==> src/tenyr_pkg.sv <==
`default_nettype none

package tenyr_pkg;

    typedef logic [11:0] bus_addr_t; // wishbone word address.
    typedef logic [31:0] bus_data_t;
    typedef logic [7:0]  reg_val_t;
    typedef logic [2:0]  reg_idx_t;
    typedef logic [3:0]  nibble_t;
    typedef logic [7:0]  seg_t;      // active low, decimal point in bit 7.
    typedef logic [3:0]  an_t;       // active low digit select.

    localparam int NUM_REGS = 5;
    localparam bus_addr_t MMR_BASE = 12'h100;

    // the displayed digit moves on every 2**SCAN_BITS clocks.
    localparam int SCAN_BITS = 4;

    localparam reg_idx_t IDX_VIDEO_CTL = 3'd0;
    localparam reg_idx_t IDX_CRX       = 3'd1;
    localparam reg_idx_t IDX_CRY       = 3'd2;
    localparam reg_idx_t IDX_DISP_LO   = 3'd3;
    localparam reg_idx_t IDX_DISP_HI   = 3'd4;

    // cursor x and y start near the middle of an 80x40 text screen.
    localparam reg_val_t REG_DEFAULTS [NUM_REGS] = '{
        IDX_VIDEO_CTL: 8'hF7,
        IDX_CRX:       8'd40,
        IDX_CRY:       8'd20,
        IDX_DISP_LO:   8'h00,
        IDX_DISP_HI:   8'h00
    };

    typedef enum logic {
        DEC_IDLE,
        DEC_ACK
    } dec_state_t;

endpackage

`default_nettype wire
==> src/mmr.sv <==
`timescale 1ns/1ps
`default_nettype none

module mmr
    import tenyr_pkg::*;
#(
    parameter reg_val_t DEFAULT = '0
) (
    input  wire           clk,
    input  wire           reset,
    input  wire           wr_strobe,
    input  wire reg_val_t wr_val,
    input  wire           hw_we,
    input  wire reg_val_t hw_val,
    output reg_val_t      val
);

    always_ff @(posedge clk) begin
        if (reset) begin
            val <= DEFAULT;
        end else if (wr_strobe) begin
            val <= wr_val; // the bus wins when both land in one cycle.
        end else if (hw_we) begin
            val <= hw_val;
        end
    end

endmodule

`default_nettype wire

==> src/mmr_decoder.sv <==
`timescale 1ns/1ps
`default_nettype none

module mmr_decoder
    import tenyr_pkg::*;
(
    input  wire              clk,
    input  wire              reset,
    input  wire              cyc,
    input  wire              stb,
    input  wire              we,
    input  wire bus_addr_t   adr,
    input  wire bus_data_t   dat_w,
    output logic [NUM_REGS-1:0] wr_strobe,
    output reg_val_t         wr_val,
    output logic             rd_req,
    output reg_idx_t         rd_idx,
    output logic             rd_hit
);

    dec_state_t state;
    bus_addr_t  offset;
    logic       accept;

    // an address below the base wraps to a large offset and misses.
    assign offset = adr - MMR_BASE;
    assign rd_hit = offset < bus_addr_t'(NUM_REGS);
    assign rd_idx = offset[$bits(reg_idx_t)-1:0];

    // a request is taken only once, while the FSM waits in idle.
    assign accept = cyc && stb && (state == DEC_IDLE);
    assign rd_req = accept; // writes are acknowledged through the read path too.
    assign wr_val = dat_w[$bits(reg_val_t)-1:0];

    always_comb begin
        wr_strobe = '0;
        if (accept && we && rd_hit) begin
            wr_strobe[rd_idx] = 1'b1;
        end
    end

    always_ff @(posedge clk) begin
        if (reset) begin
            state <= DEC_IDLE;
        end else begin
            case (state)
                DEC_IDLE: begin
                    if (accept) begin
                        state <= DEC_ACK;
                    end
                end
                DEC_ACK: state <= DEC_IDLE; // the ack cycle blocks a second accept.
                default: state <= DEC_IDLE;
            endcase
        end
    end

endmodule

`default_nettype wire

==> src/mmr_read_mux.sv <==
`timescale 1ns/1ps
`default_nettype none

module mmr_read_mux
    import tenyr_pkg::*;
(
    input  wire           clk,
    input  wire           reset,
    input  wire           rd_req,
    input  wire reg_idx_t rd_idx,
    input  wire           rd_hit,
    input  wire reg_val_t reg_vals [NUM_REGS],
    output bus_data_t     dat_r,
    output logic          ack
);

    bus_data_t rd_data;

    // unmapped addresses read back as zero.
    always_comb begin
        rd_data = '0;
        if (rd_hit) begin
            rd_data = bus_data_t'(reg_vals[rd_idx]);
        end
    end

    // data and ack leave together, one clock after the request.
    always_ff @(posedge clk) begin
        if (reset) begin
            ack   <= 1'b0;
            dat_r <= '0;
        end else begin
            ack <= rd_req;
            if (rd_req) begin
                dat_r <= rd_data; // a write returns the value it replaced.
            end
        end
    end

endmodule

`default_nettype wire

==> src/seg7_scan.sv <==
`timescale 1ns/1ps
`default_nettype none

module seg7_scan
    import tenyr_pkg::*;
(
    input  wire        clk,
    input  wire        reset,
    input  wire [15:0] value,
    output seg_t       seg,
    output an_t        an
);

    logic [SCAN_BITS-1:0] prescale;
    logic [1:0]           digit;
    nibble_t              nib;
    seg_t                 pattern;

    // the digit steps once every time the prescaler wraps.
    always_ff @(posedge clk) begin
        if (reset) begin
            prescale <= '0;
            digit    <= '0;
        end else begin
            prescale <= prescale + 1'b1;
            if (&prescale) begin
                digit <= digit + 1'b1;
            end
        end
    end

    assign nib = value[{digit, 2'b00} +: 4];

    // Segment a is bit 0 and g is bit 6.
    always_comb begin
        case (nib)
            4'h0: pattern = 8'hC0;
            4'h1: pattern = 8'hF9;
            4'h2: pattern = 8'hA4;
            4'h3: pattern = 8'hB0;
            4'h4: pattern = 8'h99;
            4'h5: pattern = 8'h92;
            4'h6: pattern = 8'h82;
            4'h7: pattern = 8'hF8;
            4'h8: pattern = 8'h80;
            4'h9: pattern = 8'h90;
            4'hA: pattern = 8'h88;
            4'hB: pattern = 8'h83;
            4'hC: pattern = 8'hC6;
            4'hD: pattern = 8'hA1;
            4'hE: pattern = 8'h86;
            default: pattern = 8'h8E;
        endcase
    end

    // seg and an come from the same digit count, so they never disagree.
    always_ff @(posedge clk) begin
        if (reset) begin
            seg <= '1;      // blank until the first scan.
            an  <= 4'b1110;
        end else begin
            seg <= pattern;
            an  <= ~(an_t'(1) << digit);
        end
    end

endmodule

`default_nettype wire

==> src/tenyr_mmio_top.sv <==
`timescale 1ns/1ps
`default_nettype none

module tenyr_mmio_top
    import tenyr_pkg::*;
(
    input  wire                clk,
    input  wire                reset,
    input  wire                cyc,
    input  wire                stb,
    input  wire                we,
    input  wire bus_addr_t     adr,
    input  wire bus_data_t     dat_w,
    input  wire [NUM_REGS-1:0] hw_we,
    input  wire reg_val_t      hw_val,
    output bus_data_t          dat_r,
    output logic               ack,
    output seg_t               seg,
    output an_t                an
);

    logic [NUM_REGS-1:0] wr_strobe;
    reg_val_t            wr_val;
    logic                rd_req;
    reg_idx_t            rd_idx;
    logic                rd_hit;
    reg_val_t            reg_vals [NUM_REGS];

    mmr_decoder decoder (
        .clk       (clk),
        .reset     (reset),
        .cyc       (cyc),
        .stb       (stb),
        .we        (we),
        .adr       (adr),
        .dat_w     (dat_w),
        .wr_strobe (wr_strobe),
        .wr_val    (wr_val),
        .rd_req    (rd_req),
        .rd_idx    (rd_idx),
        .rd_hit    (rd_hit)
    );

    // video control, cursor x and y, then the two display bytes.
    for (genvar i = 0; i < NUM_REGS; i++) begin : g_regs
        mmr #(.DEFAULT(REG_DEFAULTS[i])) regs (
            .clk       (clk),
            .reset     (reset),
            .wr_strobe (wr_strobe[i]),
            .wr_val    (wr_val),
            .hw_we     (hw_we[i]),
            .hw_val    (hw_val),
            .val       (reg_vals[i])
        );
    end

    mmr_read_mux read_mux (
        .clk      (clk),
        .reset    (reset),
        .rd_req   (rd_req),
        .rd_idx   (rd_idx),
        .rd_hit   (rd_hit),
        .reg_vals (reg_vals),
        .dat_r    (dat_r),
        .ack      (ack)
    );

    seg7_scan scan (
        .clk   (clk),
        .reset (reset),
        .value ({reg_vals[IDX_DISP_HI], reg_vals[IDX_DISP_LO]}),
        .seg   (seg),
        .an    (an)
    );

endmodule

`default_nettype wire

==> config.mk <==
export PLATFORM = sky130hd
export DESIGN_NAME = tenyr_mmio_top
export DESIGN_NICKNAME = d
export VERILOG_FILES = /design/src/tenyr_pkg.sv /design/src/mmr.sv /design/src/mmr_decoder.sv /design/src/mmr_read_mux.sv /design/src/seg7_scan.sv /design/src/tenyr_mmio_top.sv
export SDC_FILE = /design/constraint.sdc
export NUM_CORES = 1
export LEC_CHECK = 0
export BUFFER_PORTS_ARGS = -buffer_cell sky130_fd_sc_hd__buf_4
export CAP_MARGIN = 5
export CORE_UTILIZATION = 45
export CTS_CLUSTER_SIZE = 20
export DETAILED_ROUTE_END_ITERATION = 10
export PLACE_DENSITY = 0.71
export SLEW_MARGIN = 20
export SYNTH_ARGS = -nofsm -noshare
export SYNTH_HDL_FRONTEND = slang
export SYNTH_SLANG_ARGS = --single-unit
==> constraint.sdc <==
create_clock -name clk -period 2.7 [get_ports clk]
set_clock_uncertainty 0.1 [all_clocks]
set_input_delay 0.27 -clock clk [delete_from_list [all_inputs] [get_ports clk]]
set_output_delay 0.27 -clock clk [all_outputs]
set_load 0.01 [all_outputs]
Yosys cells after proc, flatten, opt, wreduce, memory -nomap -nowiden
Memories as Yosys holds them, arrays and structs flattened. A register that Yosys moved wholly into a read port is not among the register bits.
Cells that the tools add are included.

word-level totals
  register bits = 92
  memory bits (read-only) = 112
  input port bits = 62
  output and inout port bits = 45
  word-level logic and storage cells = 55
  memories kept = 1

memory list
  name             words  bits a word  rd ports  clocked after Yosys merged registers in  wr ports  line             RTL
  (no name shown)  16     7            1         1                                        0         seg7_scan.sv:36  case (nib)

cells by class
  $add $sub $neg = 3
  $lt $le $gt $ge = 4
  shifts and indexed selects = 2
  muxes and demuxes = 19
  bitwise logic cells = 3
  reduce and logical (&&, ||, !) cells = 11

operator list
  kind                                                  count
  2-to-1 mux 8 bit                                      13
  binary-select mux 8 bit (select 3 bit)                1
  indexed part select 16 x 5 -> 4 bit                   1
  < comparator 12 x 3 -> 1 bit (second input constant)  1
  subtractor 12 x 9 -> 12 bit (second input constant)   1
  nonzero test 2 bit                                    5
  logical AND 1 bit                                     5
  2-to-1 mux 5 bit                                      1
  adder 4 x 1 -> 4 bit (second input constant)          1
  >= comparator 4 bit (second input constant)           1
  < comparator 3 x 4 -> 1 bit (second input constant)   1
  inverter 3 -> 4 bit                                   1
  inverter 4 bit                                        1
  AND reduction 4 bit                                   1
  << shifter 1 x 2 -> 4 bit (first input constant)      1
  demux 1 bit (select 3 bit)                            1
  >= comparator 3 x 1 -> 1 bit (second input constant)  1
  adder 2 x 1 -> 2 bit (second input constant)          1
  2-to-1 mux 1 bit                                      2
  one-hot mux 1 bit (2 select lines)                    1
  inverter 1 bit                                        1

Depth between registers and ports, before layout
Gate-level depths: netlist of run 1.

  word-level depth = 7
  gate-level depth with buffers = 7
  gate-level depth less buffers = 6

By module
A second synthesis of run 1 with hierarchy kept.

second synthesis, totals
  cell total of the unflattened synthesis = 401
  area, all modules = 3957.5 um2

modules (own cells, without submodules)
  module                    instances  cells each  area each (um2)  sequential area each (um2)
  mmr_read_mux              1          104         935.9            180.2
  seg7_scan                 1          86          925.9            340.3
  mmr (g_regs[1].regs ...)  2          36          371.6            160.2
  mmr (g_regs[3].regs ...)  2          35          369.1            160.2
  mmr (g_regs[0].regs)      1          36          372.9            160.2
  mmr_decoder               1          33          241.5            20.0

Worst setup path before layout of run 1
No wires, ideal clock.

  path type = register to register
  start point = register scan.digit[0]
  end point = register scan.seg[3]
  setup time = 0.129 ns
  data arrival time = 1.795 ns
  required time = 2.471 ns
  slack = 0.676 ns
  stages on the path, launching flop included = 5
  buffers on the path = 0
  clock period less this slack = 2.024 ns
  path through = dfxtp_1 > mux4_1 > ha_1 > a2111oi_2 > a31oi_1

between the ends
  word-level cells in the longest chain between the ends = 1

ends and longest elaborated chain
  what                                 line             RTL
  from (decl)                          seg7_scan.sv:15  logic [1:0] digit;
  from (signal assigned)               seg7_scan.sv:27  digit <= digit + 1'b1;
  indexed part select 16 x 5 -> 4 bit  seg7_scan.sv:32  assign nib = value[{digit, 2'b00} +: 4];
  to (decl)                            seg7_scan.sv:10  output seg_t seg,

No other way between the ends.
A chain may end at the register's enable or synchronous reset.

Worst setup path after layout of run 1
  start point = register scan.digit[0]
  end point = register scan.seg[6]

The elaborated chain is that of the path after synthesis.

==> impl_metrics.env, run 1 <==
export IMPL_cp_data_arrival_time_ns=2.37
export IMPL_die_w_um=91.64
export IMPL_clk_pin_slew_ns=0.07
export IMPL_start_util_pct=46.55
export IMPL_syn2layout_area_growth_pct=15.19
export IMPL_route_top_layer_used="met4"
export IMPL_post_cts_buffers=0
export IMPL_max_cap_violations=0
export IMPL_grt_util_all_layers_pct=20.87
export IMPL_drive_gt1_share_pct=23.84
export IMPL_seq_area_frac_synth_pct=37.09
export IMPL_grt_setup_unrepaired="no"
export IMPL_setup_worst_path_end_class="flip-flop"
export IMPL_worstHoldStart="dat_w[5]"
export IMPL_dieHeight_um=91.64
export IMPL_met2WireLength_um=3997
export IMPL_clk_latency_ns=0.35
export IMPL_hold_violations=0
export IMPL_antenna_left=0
export IMPL_cts_resized=0
export IMPL_crit_type="reg -> reg"
export IMPL_antenna_cells=0
export IMPL_start_kind="flip-flop"
export IMPL_grt_overflow=0
export IMPL_finalPower_mw=2.316
export IMPL_cp_max_fo=7
export IMPL_pin_count=107
export IMPL_critPathBufInv=0
export IMPL_hp_class="in -> reg"
export IMPL_dr_wl_met3_um=499
export IMPL_slew_violations=0
export IMPL_grt_pass1_wl_um=13530
export IMPL_syn_area_um2=3616
export IMPL_worst_slew_pin_slew_ns=0.5666
export IMPL_hpwl_um=5459
export IMPL_yosysTopAreaCellShare_pct=37.09
export IMPL_numCtsBuffers=9
export IMPL_timing_final_crit_share_pct=85.05
export IMPL_cts_sinks=67
export IMPL_drtIter0Drc=133
export IMPL_synth_seq_cells=67
export IMPL_ctsHoldBuffers=0
export IMPL_yosys_warnings=0
export IMPL_p_leak_nw=1.818
export IMPL_finalSetupViolations=0
export IMPL_min_period_ns=2.296
export IMPL_synthCells=364
export IMPL_cp_slowest_cell="mux4_1"
export IMPL_synth_area_leader_cell="dfxtp_1"
export IMPL_route_detailed_drc=0
export IMPL_rows=32
export IMPL_firstDrtPassIters=6
export IMPL_ys_top_cells_by_area="dfxtp_1 37%, mux2i_1 12%, a211oi_1 7.1%"
export IMPL_ys_types=41
export IMPL_max_stage_delay_ns=0.71
export IMPL_layout_common_cells="67 x dfxtp_1, 57 x buf_4, 49 x nor2_1, 44 x mux2i_1, 34 x a211oi_1"
export IMPL_clk_path_buf_depth=2
export IMPL_die_area_um2=8398
export IMPL_numPortBuffers=57
export IMPL_required_ns=2.78
export IMPL_syn_avg_cell_area_um2=9.934
export IMPL_pre_cts_slack_ns=0.4199
export IMPL_final_common_cell="dfxtp_1"
export IMPL_htreeDepth=3
export IMPL_grt_max_degree=49
export IMPL_core_area_um2=7767
export IMPL_cts_tree="done"
export IMPL_power_density_nw_per_um2=556.1
export IMPL_cp_startpoint="scan.digit[0]"
export IMPL_routed_via_density=5.415
export IMPL_fin_setup_tns_ns=0
export IMPL_crit_chain="mux4_1, ha_1, mux2_2, nand2_1, o311ai_0"
export IMPL_clock_root_buffer="clkbuf_8"
export IMPL_wl_met1_um=3561
export IMPL_vias=2778
export IMPL_nets=481
export IMPL_grt_pass1_vias=2702
export IMPL_routedWlPerCell_um=16.00
export IMPL_setup_ws_ns=0.4036
export IMPL_gp_congestion=0.8081
export IMPL_r2r_start="scan.digit[0]"
export IMPL_antenna_found_initial=0
export IMPL_cp_top_family="multiplexers"
export IMPL_routed_wl_um=8209
export IMPL_clock_fmax_mhz=435.5
export IMPL_worst_ir_drop_vdd_mv=0.1739
export IMPL_status="complete, no violations"
export IMPL_max_slew_margin_pct=62.18
## final timing paths
kind | to | cells past startpoint | slack (ns)
min reg2reg | scan.prescale[0] | 1 | 0.35
min | g_regs[1].regs.val[5] | 3 | 0.09
max | scan.seg[6] | 5 | 0.40
max reg2reg | scan.seg[6] | 5 | 0.40
## through the flow
step	hold slack (ns)	util (%)	cells	area [um^2]
after floorplan	0.2584	-	387	3702
after global placement	0.3302	50.85	499	3950
after detailed placement	0.3353	50.85	499	3950
after CTS	0.07509	53.62	513	4165
after global routing	0.09647	53.62	513	4165
final	0.08560	53.62	513	4165
## layout make-up
class,instances,area (um^2)
timing repair buffer,57,427.9
inverter,6,22.52
sequential,67,1341
clock buffer,12,155.1
multi-input combinational,267,2031
fill,726,3602
clock inverter,2,60.06
tap,102,127.6
## metal layers
metal / GRT usage (%) / vias up
met5: 0 / -
met4: 9.656 / 0
met3: 3.400 / 17
met2: 34.15 / 101
met1: 26.90 / 1326
li1: - / 1334
## synth_stat cells
cell	n
nor3b_1	1
inv_1	6
xnor2_1	2
nand2_2	1
nor2_2	1
mux2i_1	44
mux2_2	5
dfxtp_1	67
buf_2	6
mux2_4	1
o21ai_0	17
nand4_2	1
mux4_1	1
conb_1	2
and2_1	2
and2b_1	1
nor4_1	1
o311ai_0	1
nor3_1	2
o211ai_2	1
and4_1	2
clkbuf_1	7
mux4_2	11
nand3_1	4
a31oi_1	2
a21oi_1	2
a2111oi_2	1
ha_1	11
a211oi_2	2
buf_1	4
buf_6	3
xor2_1	1
nand4_4	4
o21ai_1	2
buf_4	27
nand2b_1	5
nand2_1	17
o21bai_1	1
a211oi_1	34
nor2b_1	12
nor2_1	49
## state kept, by name, indices dropped and copies added (netlist names)
name and count:
scan.an 4, scan.digit 2, g_regs.regs.val 40, scan.seg 7, scan.prescale 4, read_mux.dat_r 8, decoder.state 1, read_mux.ack 1
## worst min-delay path, stage by stage
cell	delay, ns
buf_4	0.11
mux2i_1	0.06
nand2b_1	0.06
## where the power goes
part / total, mW / leakage, nW / internal [mW] / switching [mW]
sequential: 1.07 / 0.552 / 1.04 / 0.0273
combinational: 0.319 / 1.16 / 0.151 / 0.168
clock: 0.930 / 0.109 / 0.561 / 0.369
total: 2.32 / 1.82 / 1.75 / 0.564
## cell families after synthesis
logic type | after synthesis | share of synthesized area [%]
xor gates and xnor gates | 3 | 0.7268
other | 2 | 0.2077
muxes | 62 | 21.73
AOI/OAI and AO/OA | 63 | 12.21
buffers and inverters | 53 | 9.135
adders and majority gates | 11 | 3.806
DFF | 67 | 37.09
and+or+nand+nor | 103 | 15.09
(Power assumes the default switching activity.)
==> run 2: changes to the inputs <==
--- a/config.mk
+++ b/config.mk
@@ -11,6 +11,7 @@
 export CTS_CLUSTER_SIZE = 20
 export DETAILED_ROUTE_END_ITERATION = 10
 export PLACE_DENSITY = 0.71
+export REMOVE_ABC_BUFFERS = 1
 export SLEW_MARGIN = 20
 export SYNTH_ARGS = -nofsm -noshare
 export SYNTH_HDL_FRONTEND = slang
==> impl_metrics.env, run 2 (synthesis results as in run 1) <==
export IMPL_regToRegSetupSlack_ns=0.39
export IMPL_routedWlPerCell_um=15.34
export IMPL_worstHoldStart="dat_w[3]"
export IMPL_fin_setup_tns_ns=0
export IMPL_clk_pin_slew_ns=0.07
export IMPL_worst_slew_pin_slew_ns=0.5819
export IMPL_cts_sinks=67
export IMPL_syn2layout_area_growth_pct=14.19
export IMPL_hold_violations=0
export IMPL_gp_congestion=0.7807
export IMPL_max_slew_margin_pct=61.17
export IMPL_power_density_nw_per_um2=516.5
export IMPL_routed_via_density=5.256
export IMPL_grt_overflow=0
export IMPL_routed_wl_um=7899
export IMPL_cp_data_arrival_time_ns=2.39
export IMPL_p_leak_nw=1.794
export IMPL_regMostFlops="g_regs.regs.val"
export IMPL_ctsHoldBuffers=0
export IMPL_die_w_um=91.64
export IMPL_status="complete, no violations"
export IMPL_reg2reg_to="scan.seg[6]"
export IMPL_die_area_um2=8398
export IMPL_core_area_um2=7767
export IMPL_r2r_start="scan.digit[0]"
export IMPL_grt_pass1_vias=2561
export IMPL_crit_chain="mux4_1, ha_1, mux2_2, nand2_1, o311ai_0"
export IMPL_setup_worst_path_end_class="flip-flop"
export IMPL_final_common_cell="dfxtp_1"
export IMPL_start_util_pct=46.55
export IMPL_cp_max_fo=7
export IMPL_clock_root_buffer="clkbuf_8"
export IMPL_largest_reg_flops=40
export IMPL_antenna_found_initial=0
export IMPL_grt_setup_unrepaired="no"
export IMPL_cts_tree="done"
export IMPL_pin_count=107
export IMPL_grt_util_all_layers_pct=19.76
export IMPL_firstDrtPassIters=4
export IMPL_top_regs="g_regs.regs.val (40), read_mux.dat_r (8), scan.seg (7)"
export IMPL_cp_slowest_cell="mux4_1"
export IMPL_setup_ws_ns=0.3930
export IMPL_dieHeight_um=91.64
export IMPL_max_stage_delay_ns=0.74
export IMPL_clock_fmax_mhz=433.5
export IMPL_grt_max_degree=49
export IMPL_min_path_cells=3
export IMPL_clk_path_buf_depth=2
export IMPL_reg2reg_depth=5
export IMPL_antenna_cells=0
export IMPL_max_cap_violations=0
export IMPL_htreeDepth=3
export IMPL_hpwl_um=5367
export IMPL_min_period_ns=2.307
export IMPL_crit_type="reg -> reg"
export IMPL_timing_final_crit_share_pct=85.45
export IMPL_holdPathEnd="g_regs[1].regs.val[3]"
export IMPL_whs_ns=0.08607
export IMPL_rows=32
export IMPL_drtIter0Drc=242
export IMPL_worst_ir_drop_vdd_mv=0.2358
export IMPL_start_kind="flip-flop"
export IMPL_nets=481
export IMPL_cp_top_family="multiplexers"
export IMPL_post_cts_buffers=0
export IMPL_grt_pass1_wl_um=12780
export IMPL_hp_class="in -> reg"
export IMPL_numPortBuffers=57
export IMPL_finalSetupViolations=0
export IMPL_pre_cts_slack_ns=0.3963
export IMPL_cts_resized=0
export IMPL_vias=2707
export IMPL_required_ns=2.78
export IMPL_route_detailed_drc=0
export IMPL_slew_violations=0
export IMPL_layout_common_cells="67 x dfxtp_1, 57 x buf_4, 49 x nor2_1, 44 x mux2i_1, 34 x a211oi_1"
export IMPL_antenna_left=0
export IMPL_clk_latency_ns=0.34
export IMPL_numCtsBuffers=9
export IMPL_drive_gt1_share_pct=24.46
export IMPL_critPathBufInv=0
[run 2: cell count changes in the layout (fill, tap and decap cells not counted), sizes merged]
cell and delta:
clkinvlp +3, clkinv +3, clkbuf -2, bufinv -2
[run 2: stage by stage]
| step | cells | area (um^2) | util [%] | power, mW |
|---|---|---|---|---|
| after floorplan | 340 | 3395 | - | 1.260 |
| after global placement | 499 | 3950 | 50.85 | 1.396 |
| after detailed placement | 499 | 3950 | 50.85 | 1.404 |
| after CTS | 515 | 4129 | 53.16 | 2.146 |
| after global routing | 515 | 4129 | 53.16 | 2.224 |
| final | 515 | 4129 | 53.16 | 2.133 |
[run 2: worst min-delay path, cell delays in order]
cell and delay [ns]:
buf_4 0.11, mux2i_1 0.06, nand2b_1 0.06
[run 2: worst max path at each step]
stage / startpoint / end / slack [ns] / depth (start not counted)
after global routing: scan.digit[0] / scan.seg[3] / 0.25 / 6
after detailed placement: scan.digit[0] / scan.seg[6] / 0.40 / 5
after global placement: scan.digit[0] / scan.seg[6] / 0.43 / 5
final: scan.digit[0] / scan.seg[6] / 0.39 / 5
after floorplan: scan.digit[0] / scan.seg[6] / 0.67 / 5
after CTS: scan.digit[0] / scan.seg[6] / 0.38 / 5
[run 2: power by group]
group          internal [mW]  switching, mW  leakage (nW)
clock                  0.356          0.393        0.0843
combinational          0.151          0.166          1.16
sequential              1.04         0.0267         0.552
total                   1.55          0.586          1.79
[run 2: cell type report]
| class | count | area, um^2 |
|---|---|---|
| Fill cell | 737 | 3638 |
| Clock inverter | 6 | 41.29 |
| Sequential cell | 67 | 1341 |
| Clock buffer | 10 | 137.6 |
| Inverter | 6 | 22.52 |
| Tap cell | 102 | 127.6 |
| Timing Repair Buffer | 57 | 427.9 |
| Multi-Input combinational cell | 267 | 2031 |
[run 2: metal layers]
layer | routed length [um] | up-vias | global-route usage [%] | part of all wire (%)
met5 | 0 | - | 0 | 0
met4 | 91 | 0 | 6.614 | 1.2
met3 | 505 | 8 | 5.473 | 6.4
met2 | 3783 | 84 | 32.33 | 48
met1 | 3519 | 1282 | 25.08 | 45
li1 | - | 1333 | - | -
